## config.mk

```make
export PLATFORM = sky130hd
export DESIGN_NAME = ifq
export DESIGN_NICKNAME = d
export VERILOG_FILES = /design/src/logic/core_pkg.sv /design/src/logic/icache_pkg.sv /design/src/logic/fetch_ifs.sv /design/src/logic/fetch_pc_gen.sv /design/src/logic/line_buffer.sv /design/src/logic/dispatch_port.sv /design/src/logic/ifq.sv
export SDC_FILE = /design/constraint.sdc
export NUM_CORES = 1
export LEC_CHECK = 0
export BUFFER_PORTS_ARGS = -buffer_cell sky130_fd_sc_hd__buf_2
export CAP_MARGIN = 20
export CORE_ASPECT_RATIO = 0.9
export CORE_UTILIZATION = 48
export CTS_BUF_LIST = sky130_fd_sc_hd__clkbuf_4
export DETAILED_ROUTE_END_ITERATION = 10
export GPL_ROUTABILITY_DRIVEN = 0
export GPL_TIMING_DRIVEN = 0
export PLACE_DENSITY = 0.67
export SLEW_MARGIN = 20
export SYNTH_ARGS = -nofsm -noshare
export SYNTH_HDL_FRONTEND = slang
export SYNTH_SLANG_ARGS = --single-unit
```

## constraint.sdc

```tcl
create_clock -name clk -period 6.4 [get_ports clk]
set_input_delay 0 -clock clk [delete_from_list [all_inputs] [get_ports clk]]
set_output_delay 0 -clock clk [all_outputs]
set_load 0.02 [all_outputs]
```

## src/logic/core_pkg.sv

```systemverilog
`default_nettype none

package core_pkg;

   // Byte address seen by the core.
   typedef logic [31:0] addr_t;

   // One instruction word.
   typedef logic [31:0] inst_t;

   // Fetch control.
   // Idle until the first redirect supplies a boot address.
   typedef enum logic {
      fs_idle,
      fs_fetch
   } fetch_state_t;

endpackage

`default_nettype wire

```

## src/logic/icache_pkg.sv

```systemverilog
`default_nettype none

package icache_pkg;

   // Line geometry of the instruction cache.
   localparam int WORDS_PER_LINE = 4;
   localparam int LINE_BYTES     = 4 * WORDS_PER_LINE;

   // Word k sits in bits 32k+31 down to 32k.
   typedef logic [32*WORDS_PER_LINE-1:0] line_t;

   // Word index inside a line, taken from address bits 3..2.
   typedef logic [$clog2(WORDS_PER_LINE)-1:0] word_sel_t;

endpackage

`default_nettype wire

```

## src/logic/fetch_ifs.sv

```systemverilog
`timescale 1ns/10ps
`default_nettype none

// Control path between the fetch address generator and the line buffer.
interface fill_ctrl_if;

   core_pkg::addr_t fill_pc;
   logic            push;
   logic            flush;
   logic            full;

   modport generator (
      output fill_pc,
      output push,
      output flush,
      input  full
   );

   modport buffer (
      input  fill_pc,
      input  push,
      input  flush,
      output full
   );

endinterface

// Oldest queued line as offered to the dispatch side.
interface line_head_if;

   icache_pkg::line_t head_line;
   core_pkg::addr_t   head_pc;
   logic              empty;
   logic              pop;

   modport buffer (
      output head_line,
      output head_pc,
      output empty,
      input  pop
   );

   modport reader (
      input  head_line,
      input  head_pc,
      input  empty,
      output pop
   );

endinterface

`default_nettype wire

```

## src/logic/fetch_pc_gen.sv

```systemverilog
`timescale 1ns/10ps
`default_nettype none

module fetch_pc_gen (
   input  wire                  clk,
   input  wire                  rst_n,
   input  wire                  jump_branch_valid,
   input  wire core_pkg::addr_t jump_branch_address,
   input  wire                  icache_dout_valid,
   output logic                 icache_rd_en,
   output logic                 icache_abort,
   fill_ctrl_if.generator       fill
);

   // Clears the offset bits inside a line.
   localparam core_pkg::addr_t LINE_MASK =
      ~core_pkg::addr_t'(icache_pkg::LINE_BYTES - 1);

   core_pkg::fetch_state_t state;
   core_pkg::fetch_state_t state_nxt;
   core_pkg::addr_t        line_pc;

   // Leave idle on the first redirect, then keep fetching.
   always_comb begin
      state_nxt = state;
      if (jump_branch_valid) begin
         state_nxt = core_pkg::fs_fetch;
      end
   end

   always_ff @(posedge clk or negedge rst_n) begin
      if (!rst_n) begin
         state <= core_pkg::fs_idle;
      end else begin
         state <= state_nxt;
      end
   end

   // Line request address.
   // A redirect wins over a push in the same cycle.
   always_ff @(posedge clk or negedge rst_n) begin
      if (!rst_n) begin
         line_pc <= '0;
      end else if (jump_branch_valid) begin
         line_pc <= jump_branch_address & LINE_MASK;
      end else if (fill.push) begin
         line_pc <= line_pc + core_pkg::addr_t'(icache_pkg::LINE_BYTES);
      end
   end

   // Cache request is a level while there is room in the queue.
   assign icache_rd_en = (state == core_pkg::fs_fetch) && !fill.full;

   // A redirect kills the request in flight and whatever it returns now.
   assign icache_abort = jump_branch_valid;

   assign fill.fill_pc = line_pc;
   assign fill.flush   = jump_branch_valid;
   assign fill.push    = icache_dout_valid && !fill.full &&
                         (state == core_pkg::fs_fetch) && !jump_branch_valid;

endmodule

`default_nettype wire

```

## src/logic/line_buffer.sv

```systemverilog
`timescale 1ns/10ps
`default_nettype none

module line_buffer #(
   parameter int LINE_DEPTH = 4
) (
   input  wire                    clk,
   input  wire                    rst_n,
   input  wire icache_pkg::line_t icache_dout,
   fill_ctrl_if.buffer            fill,
   line_head_if.buffer            head
);

   localparam int PTR_W = $clog2(LINE_DEPTH);

   // Queue storage for lines and the address each line was fetched from.
   icache_pkg::line_t line_mem [LINE_DEPTH];
   core_pkg::addr_t   pc_mem   [LINE_DEPTH];

   // Extra top bit counts wraps so full and empty can be told apart.
   logic [PTR_W:0]   wr_ptr;
   logic [PTR_W:0]   rd_ptr;
   logic [PTR_W-1:0] wr_idx;
   logic [PTR_W-1:0] rd_idx;
   logic             is_empty;
   logic             is_full;
   logic             pop_ok;

   assign wr_idx = wr_ptr[PTR_W-1:0];
   assign rd_idx = rd_ptr[PTR_W-1:0];

   assign is_empty = (wr_ptr == rd_ptr);
   assign is_full  = (wr_ptr[PTR_W] != rd_ptr[PTR_W]) && (wr_idx == rd_idx);

   // Ignore a pop against an empty queue.
   assign pop_ok = head.pop && !is_empty;

   // Pointer update.
   // A flush clears the whole queue at the edge.
   always_ff @(posedge clk or negedge rst_n) begin
      if (!rst_n) begin
         wr_ptr <= '0;
         rd_ptr <= '0;
      end else if (fill.flush) begin
         wr_ptr <= '0;
         rd_ptr <= '0;
      end else begin
         if (fill.push) begin
            wr_ptr <= wr_ptr + 1'b1;
         end
         if (pop_ok) begin
            rd_ptr <= rd_ptr + 1'b1;
         end
      end
   end

   // Write the returned line at the tail.
   always_ff @(posedge clk) begin
      if (fill.push) begin
         line_mem[wr_idx] <= icache_dout;
         pc_mem[wr_idx]   <= fill.fill_pc;
      end
   end

   assign fill.full = is_full;

   // Head of the queue.
   assign head.head_line = line_mem[rd_idx];
   assign head.head_pc   = pc_mem[rd_idx];
   assign head.empty     = is_empty;

endmodule

`default_nettype wire

```

## src/logic/dispatch_port.sv

```systemverilog
`timescale 1ns/10ps
`default_nettype none

module dispatch_port (
   input  wire                  clk,
   input  wire                  rst_n,
   input  wire                  jump_branch_valid,
   input  wire core_pkg::addr_t jump_branch_address,
   input  wire                  dispatch_rd_en,
   output core_pkg::inst_t      dispatch_inst,
   output core_pkg::addr_t      dispatch_pc_out,
   output logic                 dispatch_empty,
   line_head_if.reader          head
);

   localparam int              INST_W    = $bits(core_pkg::inst_t);
   localparam core_pkg::addr_t LINE_MASK =
      ~core_pkg::addr_t'(icache_pkg::LINE_BYTES - 1);
   localparam icache_pkg::word_sel_t LAST_WORD =
      icache_pkg::word_sel_t'(icache_pkg::WORDS_PER_LINE - 1);

   core_pkg::addr_t       inst_pc;
   icache_pkg::word_sel_t word_sel;
   logic                  rd_ok;

   assign word_sel = inst_pc[3:2];

   // Head line only counts if it is the line holding inst_pc.
   assign dispatch_empty = head.empty || (head.head_pc != (inst_pc & LINE_MASK));

   assign rd_ok = dispatch_rd_en && !dispatch_empty;

   // Instruction address.
   // A redirect overrides a read in the same cycle.
   always_ff @(posedge clk or negedge rst_n) begin
      if (!rst_n) begin
         inst_pc <= '0;
      end else if (jump_branch_valid) begin
         inst_pc <= jump_branch_address;
      end else if (rd_ok) begin
         inst_pc <= inst_pc + core_pkg::addr_t'(4);
      end
   end

   // Word select from the head line.
   always_comb begin
      dispatch_inst = head.head_line[word_sel*INST_W +: INST_W];
   end

   assign dispatch_pc_out = inst_pc;

   // The line can go once its last word is consumed.
   assign head.pop = rd_ok && (word_sel == LAST_WORD);

endmodule

`default_nettype wire

```

## src/logic/ifq.sv

```systemverilog
`timescale 1ns/10ps
`default_nettype none

module ifq #(
   parameter int LINE_DEPTH = 4
) (
   input  wire                    clk,
   input  wire                    rst_n,
   // Instruction cache side.
   output core_pkg::addr_t        icache_pc_in,
   output logic                   icache_rd_en,
   output logic                   icache_abort,
   input  wire icache_pkg::line_t icache_dout,
   input  wire                    icache_dout_valid,
   // Dispatch side.
   output core_pkg::addr_t        dispatch_pc_out,
   output core_pkg::inst_t        dispatch_inst,
   output logic                   dispatch_empty,
   input  wire                    dispatch_rd_en,
   input  wire core_pkg::addr_t   dispatch_jump_branch_address,
   input  wire                    dispatch_jump_branch_valid
);

   fill_ctrl_if fill_bus ();
   line_head_if head_bus ();

   // Line request address and queue control.
   fetch_pc_gen i_fetch_pc_gen (
      .clk                 (clk),
      .rst_n               (rst_n),
      .jump_branch_valid   (dispatch_jump_branch_valid),
      .jump_branch_address (dispatch_jump_branch_address),
      .icache_dout_valid   (icache_dout_valid),
      .icache_rd_en        (icache_rd_en),
      .icache_abort        (icache_abort),
      .fill                (fill_bus.generator)
   );

   // Queue of fetched lines.
   line_buffer #(
      .LINE_DEPTH (LINE_DEPTH)
   ) i_line_buffer (
      .clk         (clk),
      .rst_n       (rst_n),
      .icache_dout (icache_dout),
      .fill        (fill_bus.buffer),
      .head        (head_bus.buffer)
   );

   // One word per read towards dispatch.
   dispatch_port i_dispatch_port (
      .clk                 (clk),
      .rst_n               (rst_n),
      .jump_branch_valid   (dispatch_jump_branch_valid),
      .jump_branch_address (dispatch_jump_branch_address),
      .dispatch_rd_en      (dispatch_rd_en),
      .dispatch_inst       (dispatch_inst),
      .dispatch_pc_out     (dispatch_pc_out),
      .dispatch_empty      (dispatch_empty),
      .head                (head_bus.reader)
   );

   assign icache_pc_in = fill_bus.fill_pc;

endmodule

`default_nettype wire

```

---- Word level (Yosys, flattened, before mapping) ----
Memories as Yosys holds them, arrays and structs flattened.
Index checks and enable logic that the tools add are counted.
operators by class
  reduce and logical (&&, ||, !) cells .... 16
  equality and inequality tests ........... 5
  muxes and demuxes ....................... 10
  $add $sub $neg .......................... 4
  shift-type cells ........................ 1
operators by type and width
  operator                                                         number
  32-bit two-way mux                                               4
  128-bit by 8-bit indexed part select with 32-bit output          1
  32-bit by 3-bit adder with 32-bit output, second input constant  1
  32-bit by 5-bit adder with 32-bit output, second input constant  1
  32-bit != test                                                   1
  3-bit two-way mux                                                4
  1-bit logical AND                                                8
  3-bit by 1-bit adder with 3-bit output, second input constant    2
  2-bit nonzero test                                               3
  1-bit zero test                                                  4
  3-bit == test                                                    1
  2-bit == test                                                    1
  2-bit == test, second input constant                             1
  1-bit two-way mux                                                2
  1-bit logical OR                                                 1
  1-bit != test                                                    1
word-level totals
  input bits .............................. 165
  memories ................................ 2
  flip-flop bits (word level) ............. 71
  bits in writable memories ............... 640
  output and inout port bits .............. 99
  word-level logic and storage cells ...... 43
memories
  memory                  words  width  read ports  clocked after memory_dff  wr ports  line               text
  i_line_buffer.line_mem  4      128    1           0                         1         line_buffer.sv:17  icache_pkg::line_t line_mem [LINE_DEPTH];
  i_line_buffer.pc_mem    4      32     1           0                         1         line_buffer.sv:18  core_pkg::addr_t pc_mem [LINE_DEPTH];

---- Longest topological paths before layout ----
An unclocked memory read counts as a cell.
  depth after elaboration ................. 9
  mapped depth ............................ 13
  gate-level depth less buffers ........... 7

---- By module ----
A second synthesis with hierarchy kept.
second synthesis, totals
  cell total of the unflattened synthesis .. 1410
  area total of the unflattened synthesis .. 28368.5 µm²
by module, submodules not included
  module         area each (µm²)  instances  cells an instance  seq. area each (µm²)
  line_buffer    23542.6          1          885                19368.6
  dispatch_port  3110.5           1          327                800.8
  fetch_pc_gen   1715.4           1          198                725.7

---- Least setup slack after synthesis ----
No wires, ideal clock.
  path type ............................... flip-flop to flip-flop
  start ................................... reg i_line_buffer.rd_ptr[1]
  end ..................................... mem i_line_buffer.line_mem[0][0] (netlist name), enable pin
  period minus slack after synthesis ...... 5766 ps
  arrival ................................. 5230 ps
  data required time ...................... 5864 ps
  setup time .............................. 536 ps
  path buffers ............................ 4
  cell stages (with the launch flop) ...... 8
  path slack .............................. 634 ps
  path through ............................ dfrtp_1 buf_6 buf_6 buf_6 xor2_1 o311a_1 clkbuf_1 and3_1
between the ends
  cells in the longest elaborated chain, start to end .. 8
RTL lines
  element                                  line                text
  from (decl)                              line_buffer.sv:22   logic [PTR_W:0] rd_ptr;
  from (signal assigned)                   line_buffer.sv:52   rd_ptr <= rd_ptr + 1'b1;
  2-bit == test                            line_buffer.sv:33   assign is_full = (wr_ptr[PTR_W] != rd_ptr[PTR_W]) && (wr_idx == rd_idx);
  1-bit logical AND                        line_buffer.sv:33
  1-bit zero test                          fetch_pc_gen.sv:59  assign fill.push = icache_dout_valid && !fill.full &&
  1-bit logical AND (2 in a row)           fetch_pc_gen.sv:59
  1-bit logical AND                        fetch_pc_gen.sv:60  (state == core_pkg::fs_fetch) && !jump_branch_valid;
  1-bit two-way mux                        line_buffer.sv:59   if (fill.push) begin
  1-bit two-way mux (implied by the code)  line_buffer.sv:60   line_mem[wr_idx] <= icache_dout;
  to (decl)                                line_buffer.sv:17
No other way between the ends.

---- Final worst setup path ----
  start ................................... reg i_line_buffer.rd_ptr[0]
  end ..................................... out dispatch_inst[23]
between the ends
  cells in the longest elaborated chain, start to end .. 2
RTL lines
  element                                                  line                 text
  memory read 4 x 128 bit                                  --
  128-bit by 8-bit indexed part select with 32-bit output  dispatch_port.sv:47  dispatch_inst = head.head_line[word_sel*INST_W +: INST_W];
  to (decl)                                                ifq.sv:17            output core_pkg::inst_t dispatch_inst,
No other way between the ends.

==> impl_table.tex <==
\begin{tabular}{lr}
\hline
Metric & Value \\
\hline
\multicolumn{2}{l}{\textbf{Drt}} \\
Pre-antenna DRT Iters & 8 \\
Number of design-rule violations left by the first detailed-router iteration & 1,829 \\
Routed length on met2 & 34.8 mm \\
Ratio of routed vias to standard cells & 5.65 \\
Drc violations & 0 \\
Drt wl/cell & 22.9 um \\
Count of vias placed by the detailed router & 17,500 \\
Uppermost routed layer & met5 \\
Drt total wl & 71.0 mm \\
Wire length on met3 & 6.28 mm \\
Number of antenna-violating nets in the routed design & 0 \\
Routed length on met1 & 28.5 mm \\
\multicolumn{2}{l}{\textbf{Logic synthesis}} \\
Count of flip-flops with a built-in enable after synthesis & 624 \\
Flip-flop and latch count after synthesis & 691 \\
Area share of the leading cell type in the synthesized netlist & 67.5\% \\
Most common library cells after synthesis & edfxtp\_1 (624), mux4\_2 (175), dfrtp\_1 (67) \\
Most repeated cell in the gate-level netlist after synthesis & edfxtp\_1 \\
Synth Warn \# & 0 \\
Leading cell types by total area after synthesis & edfxtp\_1 (67\%), mux4\_2 (14\%), dfrtp\_1 (6.0\%) \\
Portion of the post-synthesis area used by sequential elements & 73.5\% \\
Largest area contributor in the synthesized netlist & edfxtp\_1 \\
Unique masters post-synth & 65 \\
Mean instance size in the synthesized netlist & 19.7 um2 \\
Syn Std Cell Area & 27,800 um2 \\
Post-Synthesis Cells & 1,413 \\
Post-synthesis async set-or-reset flop share & 9.70\% \\
Most used flip-flop cell after synthesis & edfxtp\_1 \\
\multicolumn{2}{l}{\textbf{Floorplanning}} \\
Die Ht & 230 um \\
Initial core utilization & 48.6\% \\
Placeable core area & 57,100 um2 \\
Die W & 256 um \\
Die Area & 58,800 um2 \\
Floorplan row count & 83 \\
Ports & 264 \\
\multicolumn{2}{l}{\textbf{Critical path}} \\
Buffers plus inverters on the worst setup path & 7 \\
Element type at the critical path end & output pin \\
Reg2Reg Setup Slack & 1.66 ns \\
Top fanout value on the critical path & 10 \\
WS Path Type & register to output pin \\
Crit-path slowest cell & buf\_1 \\
Dominant delay contributor by cell family on the critical path & buffers and inverters \\
Slowest stage delay, CP & 0.83 ns \\
Critical Path AT & 5.41 ns \\
CP most frequent cell & clkbuf\_1 \\
CP Cell Sequence & buf\_6 -> buf\_2 -> clkbuf\_1 -> clkbuf\_1 -> clkbuf\_1 -> buf\_1 -> mux4\_2 -> mux4\_2 -> buf\_2 \\
Launching element type of the critical path & register \\
Required time at the worst-slack endpoint & 6.40 ns \\
\multicolumn{2}{l}{\textbf{Timing}} \\
Shortest period the worst path allows & 5.41 ns \\
Final number of setup-violating endpoints & 0 \\
Final hold viol count & 0 \\
Least setup slack across all paths after layout & 0.988 ns \\
Part of the cycle the worst path needs & 84.6\% \\
Timing-limited maximum frequency & 185 MHz \\
Max-slew violation count & 0 \\
Worst hold margin & 0.138 ns \\
Aggregate negative setup slack & 0 ns \\
Worst clock skew on the final layout & 0.0501 ns \\
Relative slew margins & 25.0\% \\
Setup repair after global routing missed its margin & false \\
Transition at the pin with the smallest max-transition slack & 1.12 ns \\
\multicolumn{2}{l}{\textbf{Layout}} \\
Post-layout instance count excluding filler cells & 3,104 \\
Layout cells sized above 1 & 32.6\% \\
Final cell area excluding filler cells & 36,100 um2 \\
Net count of the finished layout & 2,378 \\
Synthesis-to-finish area growth & 30.0\% \\
Final core utilization & 63.2\% \\
Layout fillers & 4,112 \\
\multicolumn{2}{l}{\textbf{Pwr}} \\
Design Power & 9.75 mW \\
Leakage power & 12.3 nW \\
PwrDens & 270 nW/um2 \\
Worst VDD drop & 0.176 mV \\
\multicolumn{2}{l}{\textbf{Status}} \\
Run status & complete, no violations \\
\multicolumn{2}{l}{\textbf{GRT}} \\
Tot GR Track Use & 24.7\% \\
Pin count of the biggest net entering global routing & 47 \\
Initial antenna violation count & 8 \\
Number of global-route vias before repair & 18,300 \\
Wire length of the first global-routing pass & 108 mm \\
Global-route congestion overflow total & 0 \\
\multicolumn{2}{l}{\textbf{Place}} \\
Minimum setup slack after placement & 1.91 ns \\
Placed cells & 2,457 \\
Placed standard-cell area & 30,500 um2 \\
DP HPWL & 44.4 mm \\
Count of buffers inserted at the top-level ports & 258 \\
\multicolumn{2}{l}{\textbf{CTS}} \\
H-tree depth reported by CTS & 4 \\
Count of clock tree sinks & 691 \\
Post-CTS Hold Buffers & 337 \\
Number of gates given a new drive strength after cts & 0 \\
TritonCTS clock tree & done \\
Number of setup buffers added after CTS & 0 \\
Clk buf depth & 3 \\
Worst-skew pair later-pin latency & 0.97 ns \\
Clock-pin slew of the registers on the worst-case setup and hold paths & 0.07 ns \\
Clock Root Buffer & clkbuf\_4 \\
Clock buffer count from CTS & 174 \\
\multicolumn{2}{l}{\textbf{Job}} \\
Max-cap viol count & 0 \\
\multicolumn{2}{l}{\textbf{Hold path}} \\
Class of the most critical hold timing path & primary input to register \\
\hline
\end{tabular}
==> kinds of logic (layout without fill, tap and decap cells) <==
family | Yosys count | count (layout) | share of synthesized area [%]
and+or+nand+nor | 237 | 237 | 4.61
DFF | 691 | 691 | 73.5
xor gates and xnor gates | 53 | 53 | 1.67
other | 1 | 15 | 0.0135
buffers and inverters | 92 | 1004 | 1.51
AOI/OAI and AO/OA | 128 | 128 | 3.10
adders and majority gates | 7 | 7 | 0.315
muxes | 204 | 204 | 15.3
==> report_power, final <==
| part | total (mW) | internal (mW) | switching [mW] |
|---|---|---|---|
| registers | 5.21 | 5.09 | 0.114 |
| clock network | 3.66 | 1.94 | 1.73 |
| logic | 0.883 | 0.415 | 0.468 |
| total | 9.75 | 7.45 | 2.31 |
==> path summary, 6_finish.rpt <==
kind | start | endpoint | cells after the start
max | i_line_buffer.rd_ptr[0] | dispatch_inst[23] | 9
min | dispatch_jump_branch_valid | i_dispatch_port.dispatch_pc_out[26] | 4
max reg2reg | i_line_buffer.rd_ptr[1] | i_dispatch_port.dispatch_pc_out[3] | 12
min reg2reg | i_fetch_pc_gen.state | i_fetch_pc_gen.state | 1
max in group asynchronous | rst_n | i_line_buffer.wr_ptr[2] | 5
min in group asynchronous | rst_n | i_dispatch_port.dispatch_pc_out[17] | 4
==> flip-flops by register name (all words and copies together) (netlist names) <==
signal / count
i_line_buffer.pc_mem: 112
i_line_buffer.line_mem: 512
i_line_buffer.wr_ptr: 3
i_line_buffer.rd_ptr: 3
i_fetch_pc_gen.fill.fill_pc: 28
i_dispatch_port.dispatch_pc_out: 32
i_fetch_pc_gen.state: 1
==> cell usage in the layout (no fill, tap or decap), drive strengths merged, types with 4 or more instances in the layout <==
cell / Yosys / layout
nor2: 55 / 55
a2111oi: 4 / 4
clkinv: 2 / 35
edfxtp: 624 / 624
xor2: 19 / 19
mux2i: 23 / 23
and2: 5 / 5
buf: 29 / 302
clkbuf: 51 / 311
o21a: 4 / 4
a21boi: 4 / 4
ha: 7 / 7
nand4: 22 / 22
a211oi: 4 / 4
inv: 10 / 13
dfrtp: 67 / 67
nor4: 4 / 4
nand2b: 9 / 9
mux2: 6 / 6
o31ai: 7 / 7
nand3: 24 / 24
a31oi: 20 / 20
nor3: 15 / 15
or3: 14 / 14
o21ai: 16 / 16
conb: 1 / 4
and3: 19 / 19
dlygate4sd3: 0 / 337
o311a: 6 / 6
and4: 14 / 14
mux4: 175 / 175
a21oi: 36 / 36
nand2: 33 / 33
o31a: 4 / 4
or4: 11 / 11
xnor2: 34 / 34
diode: 0 / 11
==> metal layers <==
metal	global-route usage (%)	up-vias
li1	-	7584
met1	32.8	8938
met2	39.0	864
met3	6.85	133
met4	9.39	4
met5	0	-
==> layout make-up <==
type	instances	area, um2	share of cell area [%]
Inverter	12	45.0	0.125
Multi-Input combinational cell	633	6970	19.3
Buffer	80	385	1.07
Antenna cell	11	27.5	0.0763
Clock inverter	42	254	0.704
Sequential cell	691	20400	56.6
Timing Repair Buffer	614	5120	14.2
Clock buffer	256	1920	5.32
Tap cell	765	957	2.65
==> tightest hold or removal path, delay by kind of cell <==
kind                   cells  cell delay (ns)
AOI/OAI and AO/OA          1             0.13
buffers and inverters      2             0.78
and+or+nand+nor            1             0.17
(Power assumes the default switching activity.)
